[config.mk]
export PLATFORM = sky130hd
export DESIGN_NAME = grom_merge_flat
export DESIGN_NICKNAME = d
export VERILOG_FILES = /design/src/logic/grom_pkg.sv /design/src/logic/grom_fetch_if.sv /design/src/logic/grom_merge.sv /design/src/flat_wrapper.sv
export SDC_FILE = /design/constraint.sdc
export NUM_CORES = 1
export LEC_CHECK = 0
export BUFFER_PORTS_ARGS = -buffer_cell sky130_fd_sc_hd__buf_2
export CORE_AREA = 2 2 39 41
export CTS_CLUSTER_SIZE = 12
export DETAILED_ROUTE_END_ITERATION = 10
export DIE_AREA = 0 0 41 43
export GPL_TIMING_DRIVEN = 0
export PLACE_DENSITY = 0.63
export SYNTH_ARGS = -nofsm -noshare
export SYNTH_HDL_FRONTEND = slang
export SYNTH_SLANG_ARGS = --single-unit
export TNS_END_PERCENT = 50
[constraint.sdc]
create_clock -name clk -period 1.9 [get_ports clk]
set_clock_uncertainty 0.15 [all_clocks]
set_input_delay 0.095 -clock clk [delete_from_list [all_inputs] [get_ports clk]]
set_output_delay 0.095 -clock clk [all_outputs]
set_load 0.01 [all_outputs]
[src/logic/grom_pkg.sv]
`default_nettype none

package grom_pkg;

   // bus and address layout
   localparam int grom_byte_w = 8;
   localparam int grom_id_w   = 3;            // chip id on top of the address
   localparam int grom_off_w  = 13;           // byte offset inside a chip
   localparam int grom_addr_w = grom_id_w + grom_off_w;

   // chip geometry
   localparam int grom_chips_per_bank = 4;
   localparam int grom_slot_w         = $clog2(grom_chips_per_bank); // slot inside a bank
   localparam int grom_chip_depth     = 6144; // bytes present per chip

   typedef logic [grom_byte_w-1:0] grom_byte_t;
   typedef logic [grom_id_w-1:0]   grom_id_t;
   typedef logic [grom_off_w-1:0]  grom_off_t;  // wraps inside the chip
   typedef logic [grom_addr_w-1:0] grom_addr_t; // {chip id, offset}

   // an empty slot or a missing byte floats high on the bus
   localparam grom_byte_t grom_absent_byte = 8'hff;

endpackage

`default_nettype wire

[src/logic/grom_fetch_if.sv]
`timescale 1ns/1ps
`default_nettype none

interface grom_fetch_if
   import grom_pkg::*;
();

   logic       req;     // one-cycle prefetch pulse
   grom_id_t   chip_id; // valid with req
   grom_off_t  offset;  // valid with req
   logic       resp;    // exactly one cycle after req
   grom_byte_t data;    // valid with resp

   modport ctrl (
      output req,
      output chip_id,
      output offset
   );

   modport bank (
      input  req,
      input  chip_id,
      input  offset,
      output resp,
      output data
   );

   modport merge (
      input req,
      input resp,
      input data
   );

endinterface

`default_nettype wire

[src/logic/grom_merge.sv]
`timescale 1ns/1ps
`default_nettype none

module grom_merge
   import grom_pkg::*;
(
   input  logic        clk,
   input  logic        arst_n,
   input  logic        gs,
   grom_fetch_if.merge fetch_lo,
   grom_fetch_if.merge fetch_hi,
   output grom_byte_t  buffer,
   output logic        gready
);

   logic in_flight; // request or response still on its way

   assign in_flight = fetch_lo.req || fetch_hi.req || fetch_lo.resp || fetch_hi.resp;
   assign gready    = !in_flight;

   always_ff @(posedge clk or negedge arst_n) begin
      if (!arst_n) begin
         buffer <= grom_absent_byte;
      end else if (fetch_lo.resp) begin
         buffer <= fetch_lo.data & fetch_hi.data; // wired-AND like the real bus
      end
   end

   // both banks get the same request and answer in the same cycle
   a_resp_aligned: assert property (
      @(posedge clk) disable iff (!arst_n)
      fetch_lo.resp == fetch_hi.resp
   ) else $error("bank responses out of step");

   a_no_strobe_busy: assert property (
      @(posedge clk) disable iff (!arst_n)
      !gready |-> !gs
   ) else $error("host strobe while gready is low");

endmodule

`default_nettype wire

[src/flat_wrapper.sv]
// flat-port wrapper written by rule: the top's interface ports become plain ports
module grom_merge_flat import grom_pkg::*;
  (clk, arst_n, gs, buffer, gready, fetch_lo_req, fetch_lo_resp, fetch_lo_data, fetch_hi_req, fetch_hi_resp, fetch_hi_data);
  grom_fetch_if fetch_lo_i ();
  grom_fetch_if fetch_hi_i ();
  input  logic clk;
  input  logic arst_n;
  input  logic gs;
  output grom_byte_t buffer;
  output logic gready;
  input wire logic [$bits(fetch_lo_i.req)-1:0] fetch_lo_req;
  input wire logic [$bits(fetch_lo_i.resp)-1:0] fetch_lo_resp;
  input wire logic [$bits(fetch_lo_i.data)-1:0] fetch_lo_data;
  input wire logic [$bits(fetch_hi_i.req)-1:0] fetch_hi_req;
  input wire logic [$bits(fetch_hi_i.resp)-1:0] fetch_hi_resp;
  input wire logic [$bits(fetch_hi_i.data)-1:0] fetch_hi_data;
  assign fetch_lo_i.req = fetch_lo_req;
  assign fetch_lo_i.resp = fetch_lo_resp;
  assign fetch_lo_i.data = fetch_lo_data;
  assign fetch_hi_i.req = fetch_hi_req;
  assign fetch_hi_i.resp = fetch_hi_resp;
  assign fetch_hi_i.data = fetch_hi_data;
  grom_merge u_core (.clk(clk), .arst_n(arst_n), .gs(gs), .fetch_lo(fetch_lo_i), .fetch_hi(fetch_hi_i), .buffer(buffer), .gready(gready));
endmodule
# ---- Yosys cells after proc, flatten, opt, wreduce, memory -nomap -nowiden
# Cells that the tools add are included.
dict set report word_totals {
  inputBits 23
  output_inout_bits 9
  word_cells 6
  reg_bits 8
}
dict set report op_classes {
  bitwise_logic 1
  reduce_logical 4
}
# op count
set ops {}
lappend ops {{8-bit AND} 1}
lappend ops {{1-bit logical OR} 3}
lappend ops {{1-bit logical NOT} 1}

# ---- Longest topological paths before layout
dict set report logic_depth {
  ltp_word 4
  depth_mapped 4
  ltp_nobuf 2
}

# ---- Worst setup path before layout
# Ideal clock, no wire load.
dict set report synth_timing {
  path_kind {reg2reg}
  startpoint {reg, netlist name u_core.buffer[2]}
  endpoint {reg u_core.buffer[2]}
  setup_time_ns 0.079
  period_less_slack_ns 0.918
  required_ns 1.671
  setup_slack_ns 0.982
  path_stages_with_launch 3
  arrival_time_ns 0.689
  path_buffers 0
  cell_sequence {dfstp_2 > inv_1 > o21ai_0}
}
# item line_no
set synth_rtl {}
lappend synth_rtl {{end signal, assigned} grom_merge.sv:23} ;# buffer <= grom_absent_byte;
lappend synth_rtl {{end signal, assigned} grom_merge.sv:25} ;# buffer <= fetch_lo.data & fetch_hi.data;
lappend synth_rtl {{end, declared} grom_merge.sv:12} ;# output grom_byte_t buffer,

==> reports/metrics.csv <==
metric;value;unit
tightest_slew;0.180;ns
slew_headroom;87.9;%
dieHeight;43;um
coreArea;1380;sq um
slew_violations;0;
reg_top3;u_core.buffer (8);
drtPass1Iterations;2;
grt_start_max_net_pins;11;
h-tree-depth;1;
cts_buffers;3;
yosysWarnings;0;
start_util;29.3;%
synth.distinct_cells;9;
crit_path_end_kind;flip-flop;
clkTransAtPathRegs;0.05;ns
synth_edf_count;0;
hold_path.class;in2out;
synth_common_cells;dfstp_2 (8), inv_1 (8), o21ai_2 (7), nand3_1 (5), nand3_2 (3);
ys_top_cells_by_area;dfstp_2 (52%), o21ai_2 (15%), nand3_2 (7.4%);
num_vias;422;
grt_pass1_wl;1480;um
regArea;210;sq um
hold_viol_final;0;
critPathMaxStageDelay;0.57;ns
antenna_cells;0;
grt_setup_unrepaired;no;
critPathTopFamily;buffers and inverters;
fin_ws;0.306;ns
required;1.93;ns
clock_power_share;28.3;%
globalRouteOverflowTotal;0;
antenna_found_initial;0;
netlist_area;405;sq um
largest_reg_flops;8;
cts_root_buffer;clkbuf_4;
wire_per_inst;9.57;um
place.gp.congestion;0.635;
yosysSeqAreaShare;51.9;%
cap_violations;0;
worst_ep_arrival_time;1.62;ns
synth_ff_type;dfstp_2;
ant_nets;0;
clock_latency;0.24;ns
syn_inst;35;
critPathMaxFanout;10;
die_w;41;um
avgSynthCellArea;11.6;sq um
powerDensity;558;nW/um^2
port_buffers;29;
ctsLongestPathBuffers;2;
yosysTopAreaCell;dfstp_2;
fillerInstances;124;
power_switching;102;uW
p_seq_share;46.4;%
path_common_cell;dlygate4sd3_1;
crit_buf_inv;4;
syn_nets;58;
p_leak;0.351;nW
yosys.area.top_type_share;51.9;%
drt_drc_violations_left;0;
num_rows;14;
p_int;329;uW
period_share;83.9;%
multiInputGateArea;134;sq um
die_area;1760;sq um
setup_viol;0;
fmax;627;MHz
startpoint_type;primary input;
finalWorstPathRequiredPeriod;1.59;ns
pre_cts_slack;0.966;ns
via_per_inst;4.18;
pwr-share-comb;25.2;%
ys_ff_latch;8;
wl;967;um
syn2layout_area_growth;90.7;%
track_usage;12.6;%
cts_sinks;8;
cp_cell_sequence;dlygate4sd3_1, buf_6, buf_12, nand3_2, dlygate4sd3_1, o21ai_2;
status;finished clean;
cpMaxStageDelayCell;dlygate4sd3_1;
drive_gt1_share;62.4;%
drtIter0Drc;2;
reg2reg_slack;0.97;ns
cts_tree;built;
fin_setup_tns;0;ns
worstSetupPathType;in2reg;
fin_nets;110;
dp_hpwl;654;um
top_register;u_core.buffer;
ioPinCount;32;
grt_pass1_vias;408;
sw_frac_of_total;23.7;%
async_flop_share;100;%
ir_worst_vdd;0.242;mV
holdWs;0.278;ns
[final cells by class]
type | instances | area share (%)
Timing Repair Buffer | 47 | 42.1
Sequential cell | 8 | 27.2
Multi-Input combinational cell | 17 | 17.3
Buffer | 2 | 4.05
Inverter | 8 | 3.88
Clock buffer | 3 | 2.91
Tap cell | 16 | 2.59
[routing by layer]
| layer | vias up | wire length, um | track usage (%) |
|---|---|---|---|
| met2 | 21 | 474 | 20.3 |
| li1 | 221 | - | - |
| met3 | 0 | 85 | 3.14 |
| met4 | 0 | 0 | 6.00 |
| met1 | 180 | 407 | 14.7 |
| met5 | - | 0 | 0 |
[power groups by stage]
stage	combinational [mW]	sequential, mW	clock [mW]
2_1_floorplan	0.0341	0.210	0
6_report	0.109	0.200	0.122
3_3_place_gp	0.0831	0.202	0
4_1_cts	0.110	0.200	0.131
5_1_grt	0.121	0.202	0.138
3_5_place_dp	0.0843	0.203	0
[cells in the final DEF (no fill, tap or decap)]
master	netlist	layout
nand3_1	5	5
nand3_2	3	3
buf_6	1	1
o21ai_2	7	7
buf_2	0	29
inv_1	8	8
buf_12	1	1
nor4_2	1	1
dfstp_2	8	8
o21ai_0	1	1
clkbuf_4	0	3
dlygate4sd3_1	0	18
[path summary, 6_finish.rpt]
path                                       start               end  cells after the start
max in group asynchronous                 arst_n  u_core.buffer[5]                      2
worst min-delay path               fetch_hi_resp            gready                      3
min in group asynchronous                 arst_n  u_core.buffer[2]                      2
worst min register to register  u_core.buffer[6]  u_core.buffer[6]                      2
worst max-delay path               fetch_lo_resp  u_core.buffer[6]                      6
worst max register to register  u_core.buffer[2]  u_core.buffer[2]                      2
[worst min-delay path: cells and delay by family]
kind | cells | cell delay (ns)
buffers and inverters | 2 | 0.21
and+or+nand+nor | 1 | 0.03
[cell families (layout without fill, tap and decap cells)]
group | after synthesis | count (layout) | synth area share (%)
flops | 8 | 8 | 51.9
compound gates | 8 | 8 | 16.4
buf+inv | 10 | 60 | 15.1
simple gates | 9 | 9 | 16.7
[per-stage QoR]
stage	util (%)	instance area, sq um	power [mW]	cells
after detailed placement	41.2	571	0.287	80
after CTS	55.9	773	0.441	101
after global placement	41.2	571	0.285	80
final	55.9	773	0.431	101
after global routing	55.9	773	0.461	101
after floorplan	-	405	0.245	35
[what timing repair did]
item | 4_1_cts | 5_1_grt
hold endpoints to repair | 16 | 0
resized for setup | 0 | 0
hold buffers | 18 | 0
setup endpoints to repair | 0 | 0
setup buffers | 0 | 0
Power figures use the tool's default switching activity.
