--- src/logic/grom_pkg.sv ---
`default_nettype none

package grom_pkg;

   // bus and address layout
   localparam int grom_byte_w = 8;
   localparam int grom_id_w   = 3;            // chip id on top of the address
   localparam int grom_off_w  = 13;           // byte offset inside a chip
   localparam int grom_addr_w = grom_id_w + grom_off_w;

   // chip geometry
   localparam int grom_chips_per_bank = 4;
   localparam int grom_slot_w         = $clog2(grom_chips_per_bank); // slot inside a bank
   localparam int grom_chip_depth     = 6144; // bytes present per chip

   typedef logic [grom_byte_w-1:0] grom_byte_t;
   typedef logic [grom_id_w-1:0]   grom_id_t;
   typedef logic [grom_off_w-1:0]  grom_off_t;  // wraps inside the chip
   typedef logic [grom_addr_w-1:0] grom_addr_t; // {chip id, offset}

   // an empty slot or a missing byte floats high on the bus
   localparam grom_byte_t grom_absent_byte = 8'hff;

endpackage

`default_nettype wire

--- src/logic/grom_fetch_if.sv ---
`timescale 1ns/1ps
`default_nettype none

interface grom_fetch_if
   import grom_pkg::*;
();

   logic       req;     // one-cycle prefetch pulse
   grom_id_t   chip_id; // valid with req
   grom_off_t  offset;  // valid with req
   logic       resp;    // exactly one cycle after req
   grom_byte_t data;    // valid with resp

   modport ctrl (
      output req,
      output chip_id,
      output offset
   );

   modport bank (
      input  req,
      input  chip_id,
      input  offset,
      output resp,
      output data
   );

   modport merge (
      input req,
      input resp,
      input data
   );

endinterface

`default_nettype wire

--- src/logic/grom_addr_ctrl.sv ---
`timescale 1ns/1ps
`default_nettype none

module grom_addr_ctrl
   import grom_pkg::*;
(
   input  logic       clk,
   input  logic       arst_n,
   input  logic       gs,
   input  logic       m,
   input  logic       mo,
   input  grom_byte_t d,
   input  grom_byte_t buffer,
   output grom_byte_t q,
   grom_fetch_if.ctrl fetch_lo,
   grom_fetch_if.ctrl fetch_hi
);

   grom_addr_t ptr;        // auto-incrementing address pointer
   logic       addr_phase; // next address write completes the pair
   logic       addr_wr;
   logic       addr_rd;
   logic       data_rd;
   logic       prefetch;
   grom_addr_t new_addr;
   grom_addr_t pf_addr;
   logic       req_q;
   grom_id_t   req_id;
   grom_off_t  req_off;

   // step the offset and keep the id
   function automatic grom_addr_t bump_offset(grom_addr_t a);
      grom_off_t off;
      off = a[grom_off_w-1:0] + grom_off_t'(1); // wraps 8191 -> 0
      return {a[grom_addr_w-1:grom_off_w], off};
   endfunction

   // strobe decode
   assign addr_wr = gs && !m && mo;
   assign addr_rd = gs && m && mo;
   assign data_rd = gs && m && !mo;

   assign new_addr = {ptr[grom_byte_w-1:0], d};               // shift in one address byte
   assign prefetch = data_rd || (addr_wr && addr_phase);
   assign pf_addr  = data_rd ? ptr : new_addr;

   always_ff @(posedge clk or negedge arst_n) begin
      if (!arst_n) begin
         ptr        <= '0;
         addr_phase <= 1'b0;
         q          <= '0;
      end else if (addr_wr) begin
         ptr        <= addr_phase ? bump_offset(new_addr) : new_addr;
         addr_phase <= !addr_phase;
      end else if (addr_rd) begin
         q          <= ptr[grom_addr_w-1 -: grom_byte_w];      // high byte first
         ptr        <= {ptr[grom_byte_w-1:0], grom_byte_t'(0)};
         addr_phase <= 1'b0;
      end else if (data_rd) begin
         q          <= buffer;                                 // byte fetched earlier
         ptr        <= bump_offset(ptr);
      end
   end

   always_ff @(posedge clk or negedge arst_n) begin
      if (!arst_n) begin
         req_q <= 1'b0;
      end else begin
         req_q <= prefetch;
      end
   end

   always_ff @(posedge clk) begin
      if (prefetch) begin
         req_id  <= pf_addr[grom_addr_w-1:grom_off_w];
         req_off <= pf_addr[grom_off_w-1:0];
      end
   end

   // same request goes to both banks
   assign fetch_lo.req     = req_q;
   assign fetch_lo.chip_id = req_id;
   assign fetch_lo.offset  = req_off;
   assign fetch_hi.req     = req_q;
   assign fetch_hi.chip_id = req_id;
   assign fetch_hi.offset  = req_off;

   // the host holds off while gready is low, so requests never come back to back
   a_req_spaced: assert property (
      @(posedge clk) disable iff (!arst_n)
      req_q |=> !req_q
   ) else $error("prefetch request issued two cycles in a row");

endmodule

`default_nettype wire

--- src/flat_wrapper.sv ---
// flat-port wrapper written by rule: the top's interface ports become plain ports
module grom_addr_ctrl_flat import grom_pkg::*;
  (clk, arst_n, gs, m, mo, d, buffer, q, fetch_lo_req, fetch_lo_chip_id, fetch_lo_offset, fetch_hi_req, fetch_hi_chip_id, fetch_hi_offset);
  grom_fetch_if fetch_lo_i ();
  grom_fetch_if fetch_hi_i ();
  input  logic clk;
  input  logic arst_n;
  input  logic gs;
  input  logic m;
  input  logic mo;
  input  grom_byte_t d;
  input  grom_byte_t buffer;
  output grom_byte_t q;
  output wire logic [$bits(fetch_lo_i.req)-1:0] fetch_lo_req;
  output wire logic [$bits(fetch_lo_i.chip_id)-1:0] fetch_lo_chip_id;
  output wire logic [$bits(fetch_lo_i.offset)-1:0] fetch_lo_offset;
  output wire logic [$bits(fetch_hi_i.req)-1:0] fetch_hi_req;
  output wire logic [$bits(fetch_hi_i.chip_id)-1:0] fetch_hi_chip_id;
  output wire logic [$bits(fetch_hi_i.offset)-1:0] fetch_hi_offset;
  assign fetch_lo_req = fetch_lo_i.req;
  assign fetch_lo_chip_id = fetch_lo_i.chip_id;
  assign fetch_lo_offset = fetch_lo_i.offset;
  assign fetch_hi_req = fetch_hi_i.req;
  assign fetch_hi_chip_id = fetch_hi_i.chip_id;
  assign fetch_hi_offset = fetch_hi_i.offset;
  grom_addr_ctrl u_core (.clk(clk), .arst_n(arst_n), .gs(gs), .m(m), .mo(mo), .d(d), .buffer(buffer), .q(q), .fetch_lo(fetch_lo_i), .fetch_hi(fetch_hi_i));
endmodule
--- config.mk ---
export PLATFORM = sky130hd
export DESIGN_NAME = grom_addr_ctrl_flat
export DESIGN_NICKNAME = d
export VERILOG_FILES = /design/src/logic/grom_pkg.sv /design/src/logic/grom_fetch_if.sv /design/src/logic/grom_addr_ctrl.sv /design/src/flat_wrapper.sv
export SDC_FILE = /design/constraint.sdc
export NUM_CORES = 1
export LEC_CHECK = 0
export ABC_AREA = 0
export BUFFER_PORTS_ARGS = -buffer_cell sky130_fd_sc_hd__buf_2
export CORE_ASPECT_RATIO = 0.6
export CORE_MARGIN = 5
export CORE_UTILIZATION = 50
export DETAILED_ROUTE_END_ITERATION = 12
export GPL_ROUTABILITY_DRIVEN = 1
export PLACE_DENSITY = 0.84
export SETUP_SLACK_MARGIN = 0.2
export SLEW_MARGIN = 20
export SYNTH_ARGS = -nofsm -noshare
export SYNTH_HDL_FRONTEND = slang
export SYNTH_SLANG_ARGS = --single-unit
--- constraint.sdc ---
create_clock -name clk -period 3.5 [get_ports clk]
set_input_delay 0 -clock clk [delete_from_list [all_inputs] [get_ports clk]]
set_output_delay 0 -clock clk [all_outputs]
set_load 0.03 [all_outputs]
Word-level counts from Yosys, hierarchy flattened
Cells that the tools add are included.
{ "classes": {"n_addsub": 2, "n_mul": 0, "div_mod_pow": 0, "magnitude_cmp": 0, "eq_ne": 0, "n_shift": 0, "mux": 9, "bitwise_logic": 1, "n_reduce_logical": 14} }
{ "ops": {"columns": ["cell", "count"], "rows": [
  ["16-bit two-way mux", 3],
  ["13-bit by 1-bit adder with 13-bit output (second input constant)", 2],
  ["13-bit two-way mux", 2],
  ["8-bit two-way mux", 2],
  ["1-bit logical AND", 6],
  ["2-bit nonzero test", 2],
  ["1-bit logical NOT", 3],
  ["3-bit nonzero test", 1],
  ["1-bit two-way mux", 2],
  ["2-bit AND reduction", 1],
  ["1-bit logical OR", 1],
  ["1-bit inverter", 1]
]} }
{ "word_totals": {"regBits": 42, "latch_bits": 0, "ramBits": 0, "mem_bits_ro": 0, "inputBits": 21, "output_inout_bits": 42, "wordCells": 33, "memories": 0} }

Logic depth before layout (Yosys ltp)
{ "logic_depth": {"word_depth": 5, "mapped_depth": 7, "mapped_depth_nobuf": 6} }

Worst setup path after synthesis
Ideal clock, no wire load.
{ "synth_timing": {"path_type": "register to register", "from": "register u_core.addr_phase", "to": "register u_core.req_id[0] (netlist: u_core.fetch_hi.chip_id[0]) (enable)", "setup_time_ns": 0.413, "t_arrival_ns": 1.756, "required_ns": 3.087, "path_slack_ns": 1.331, "stages_incl_launch_ff": 4, "path_buffers": 1, "synth_period_minus_slack_ns": 2.169, "cell_sequence": "dfrtp_1 > buf_2 > inv_1 > o21ai_0"} }
{ "synth_between": {"elab_chain_cells": 2} }
{ "synth_rtl": {"columns": ["element", "line", "rtl"], "rows": [
  ["start: declaration", "grom_addr_ctrl.sv:20", "logic addr_phase;"],
  ["start signal: assignment", "grom_addr_ctrl.sv:54", "addr_phase <= !addr_phase;"],
  ["1-bit logical AND", "grom_addr_ctrl.sv:44", "assign prefetch = data_rd || (addr_wr && addr_phase);"],
  ["1-bit logical OR", "grom_addr_ctrl.sv:44", null],
  ["via u_core.prefetch", "grom_addr_ctrl.sv:24", "logic prefetch;"],
  ["end signal: assignment", "grom_addr_ctrl.sv:75", "req_id <= pf_addr[grom_addr_w-1:grom_off_w];"],
  ["end: declaration", "grom_addr_ctrl.sv:28", "grom_id_t req_id;"]
]} }
The timed path passes the listed nets, and every way through them passes these cells.
A chain may end at the register's enable or synchronous reset.

Final worst setup path
{ "layout_timing": {"from": "register u_core.ptr[3]", "to": "register u_core.ptr[8]"} }
{ "layout_between": {"elab_chain_cells": 4} }
{ "layout_rtl": {"columns": ["element", "line", "rtl"], "rows": [
  ["start: declaration", "grom_addr_ctrl.sv:19", "grom_addr_t ptr;"],
  ["start signal: assignment", "grom_addr_ctrl.sv:53", "ptr <= addr_phase ? bump_offset(new_addr) : new_addr;"],
  ["start signal: assignment", "grom_addr_ctrl.sv:57", "ptr <= {ptr[grom_byte_w-1:0], grom_byte_t'(0)};"],
  ["start signal: assignment", "grom_addr_ctrl.sv:61", "ptr <= bump_offset(ptr);"],
  ["13-bit by 1-bit adder with 13-bit output", "grom_addr_ctrl.sv:34", "off = a[grom_off_w-1:0] + grom_off_t'(1);"],
  ["13-bit two-way mux", "grom_addr_ctrl.sv:59", "end else if (data_rd) begin"],
  ["16-bit two-way mux", "grom_addr_ctrl.sv:55", "end else if (addr_rd) begin"],
  ["16-bit two-way mux", "grom_addr_ctrl.sv:52", "end else if (addr_wr) begin"]
]} }
Every way passes these cells. The select of a mux whose other input is x is not followed.

==> results.sh <==
export IMPL_slew_viol_final=0
export IMPL_critPathArrivalTime_ns=2.12
export IMPL_cts_buffers=5
export IMPL_grt_setup_unrepaired="false"
export IMPL_synthToLayoutAreaGrowth_pct=14.3
export IMPL_cts_setup_buffers=0
export IMPL_cts_buffer_depth=2
export IMPL_met3_usage=0.0467
export IMPL_dieArea_mm2=0.00665
export IMPL_netlist_top_cell_by_area="dfrtp_1"
export IMPL_place_inst=344
export IMPL_die_h_um=65.2
export IMPL_dr_pass1_iters=4
export IMPL_synth_edff_count=16
export IMPL_synthCells=250
export IMPL_fin_crit_sh=0.553
export IMPL_cts_root_buf="clkbuf_8"
export IMPL_reg2reg_from="u_core.ptr[3]"
export IMPL_fin_util=0.582
export IMPL_vias_per_cell=5.74
export IMPL_async_flop_share=0.619
export IMPL_busiest_layer="met1"
export IMPL_synth_area_mm2=0.00254
export IMPL_required_ns=3.69
export IMPL_crit_path_end_kind="flop"
export IMPL_io_pins=63
export IMPL_grt_pass1_vias=1933
export IMPL_crit_path_start_kind="flop"
export IMPL_fp_coreArea_mm2=0.00498
export IMPL_drive_above_1_share=0.319
export IMPL_grt_util_all_layers=0.187
export IMPL_grt_max_degree=34
export IMPL_powerDensity_mw_per_mm2=459
export IMPL_cts_sinks=42
export IMPL_setup_viol=0
export IMPL_cts_tree="built"
export IMPL_crit_fanout=14
export IMPL_grt_overflow_total=0
export IMPL_post_place_ws_ns=1.43
export IMPL_p_leak_uw=0.00125
export IMPL_seq_area_frac_synth=0.446
export IMPL_fin_worst_hold_slack_ns=0.0504
export IMPL_cp_startpoint="u_core.ptr[3]"
export IMPL_worst_pin_slew_ns=1.00
export IMPL_hold_violations=0
export IMPL_hold_path_class="input port to flop"
export IMPL_use_met2=0.263
export IMPL_yosys_register_bits=42
export IMPL_diodes=0
export IMPL_nets=317
export IMPL_initial_core_util=0.510
export IMPL_crit_type="flop to flop"
export IMPL_peakVddDrop_uv=326
export IMPL_fin_crit_ns=1.93
export IMPL_fmaxAchievable_mhz=517
export IMPL_r2r_end="u_core.ptr[8]"
export IMPL_use_met1=0.281
export IMPL_ff2ff_setup_slack_ns=1.57
export IMPL_antenna_left=0
export IMPL_h_tree_depth=2
export IMPL_gp_congestion=0.926
export IMPL_layout_cells_non_filler=361
export IMPL_vias=2073
export IMPL_die_w_um=102
export IMPL_wl_per_cell_um=16.6
export IMPL_yosys_warnings=0
export IMPL_synth_top_area_share=0.256
export IMPL_ys_top_cells_by_area="dfrtp_1 26%, edfxtp_1 19%, mux2_2 6.2%, buf_4 5.3%, nand2_1 4.6%"
export IMPL_fin_tns_setup_ns=0
export IMPL_path_clk_slew_ns=0.08
export IMPL_port_buffer_count=62
export IMPL_synth_net_count=273
export IMPL_wl_um=5980
export IMPL_row_count=20
export IMPL_antenna_found_initial=0
export IMPL_first_iter_violations=161
export IMPL_endpoint="u_core.ptr[8]"
export IMPL_synth_distinct_cells=49
export IMPL_insertion_delay_ns=0.31
export IMPL_syn_mean_instance_area_um2=10.1
export IMPL_drv_cap=0
export IMPL_worstRegToRegCells=5
export IMPL_slew_headroom=0.329
export IMPL_status="completed"
export IMPL_dp_hpwl_um=4260
export IMPL_grt_pass1_wl_um=9640
export IMPL_skew_ns=0.00785
export IMPL_setup_ws_ns=1.57
export IMPL_synth_ff_type="dfrtp_1"
export IMPL_cts_resized=0
export IMPL_drc=0
-- synthesized netlist by cell type (6+ instances only) --
library cell / n
a21oi_1: 7
a31oi_1: 9
and3_1: 6
buf_2: 10
buf_4: 18
dfrtp_1: 26
edfxtp_1: 16
inv_1: 6
mux2_2: 14
mux2i_1: 8
nand2_1: 31
nor2_1: 6
o21ai_0: 22
xnor2_1: 6
-- repair_timing --
item | in CTS | in global routing
endpoints found under the hold margin | 34 | 0
endpoints found under the setup margin | 0 | 0
hold buffers | 9 | 0
-- cell families after synthesis --
family | count (synthesis) | synth area share
AO/OA/AOI/OAI | 68 | 0.176
AND/OR/NAND/NOR | 64 | 0.142
adder cells (fa/ha/maj) | 2 | 0.00986
multiplexers | 22 | 0.0937
buffers and inverters | 41 | 0.0952
XOR/XNOR | 11 | 0.0380
flip-flops | 42 | 0.446
-- power breakdown --
part / total (uW) / internal, uW / switching (uW)
clock network: 317 / 140 / 177
logic: 342 / 136 / 206
registers: 671 / 578 / 92.9
total: 1330 / 855 / 476
-- worst min-delay path by stage --
| stage | end | cells after the start | slack (ns) | from |
|---|---|---|---|---|
| after floorplan | u_core.addr_phase | 0 | -0.30 | arst_n |
| after global placement | u_core.ptr[0] | 1 | 0.04 | arst_n |
| after detailed placement | u_core.ptr[1] | 1 | 0.04 | arst_n |
| after CTS | u_core.ptr[7] | 3 | 0.04 | d[7] |
| after global routing | u_core.fetch_hi.offset[7] | 2 | 0.06 | d[7] |
| final | u_core.ptr[7] | 3 | 0.05 | d[7] |
-- metal layers --
| metal | wire [um] | vias to the layer above | share of wire |
|---|---|---|---|
| met4 | 68 | 0 | 0.011 |
| met5 | 0 | - | 0 |
| li1 | - | 984 | - |
| met3 | 559 | 7 | 0.093 |
| met2 | 2520 | 95 | 0.42 |
| met1 | 2840 | 987 | 0.47 |
-- sequential cells by signal, indices dropped and copies added, names as in the netlist --
register and count:
u_core.q 8, u_core.fetch_hi.req 1, u_core.fetch_hi.offset 13, u_core.fetch_hi.chip_id 3
u_core.ptr 16, u_core.addr_phase 1
-- stage by stage --
stage               power (uW)  area, um^2
floorplan                  927        2540
global route              1400        2900
detailed placement        1010        2720
CTS                       1330        2900
finish                    1330        2900
global placement          1000        2720
-- layout make-up --
type / instances / area, um^2
sequential: 42 / 1130
timing repair buffer: 72 / 408
fill: 457 / 2080
inverter: 6 / 22.5
clock inverter: 3 / 21.3
clock buffer: 5 / 68.8
multi-input combinational: 167 / 1160
tap: 66 / 82.6
-- cell usage in the layout, fill, tap and decap left out, types with 3 or more instances in the layout --
| master | Yosys | layout |
|---|---|---|
| nand2_1 | 31 | 31 |
| o21ai_0 | 22 | 21 |
| clkbuf_8 | 0 | 5 |
| inv_1 | 6 | 6 |
| nor2_1 | 6 | 6 |
| mux2i_1 | 8 | 8 |
| xnor2_1 | 6 | 6 |
| nor3_1 | 4 | 4 |
| xor2_1 | 5 | 5 |
| dfrtp_1 | 26 | 26 |
| o31ai_1 | 3 | 3 |
| o21a_1 | 4 | 4 |
| buf_2 | 10 | 62 |
| o22ai_1 | 4 | 4 |
| nor2b_1 | 3 | 3 |
| edfxtp_1 | 16 | 16 |
| a31oi_1 | 9 | 9 |
| nand4_1 | 4 | 4 |
| a21oi_1 | 7 | 7 |
| and3_1 | 6 | 6 |
| dlygate4sd3_1 | 0 | 9 |
| mux2_2 | 14 | 14 |
-- worst max-delay path: stages (launching register included) --
cell and delay (ns):
dfrtp_1 0.67, nand4_1 0.35, nor2_1 0.40, a31o_2 0.21
a21o_1 0.10, o21ai_0 0.08
Note: power is estimated with default switching activity, not from simulation.
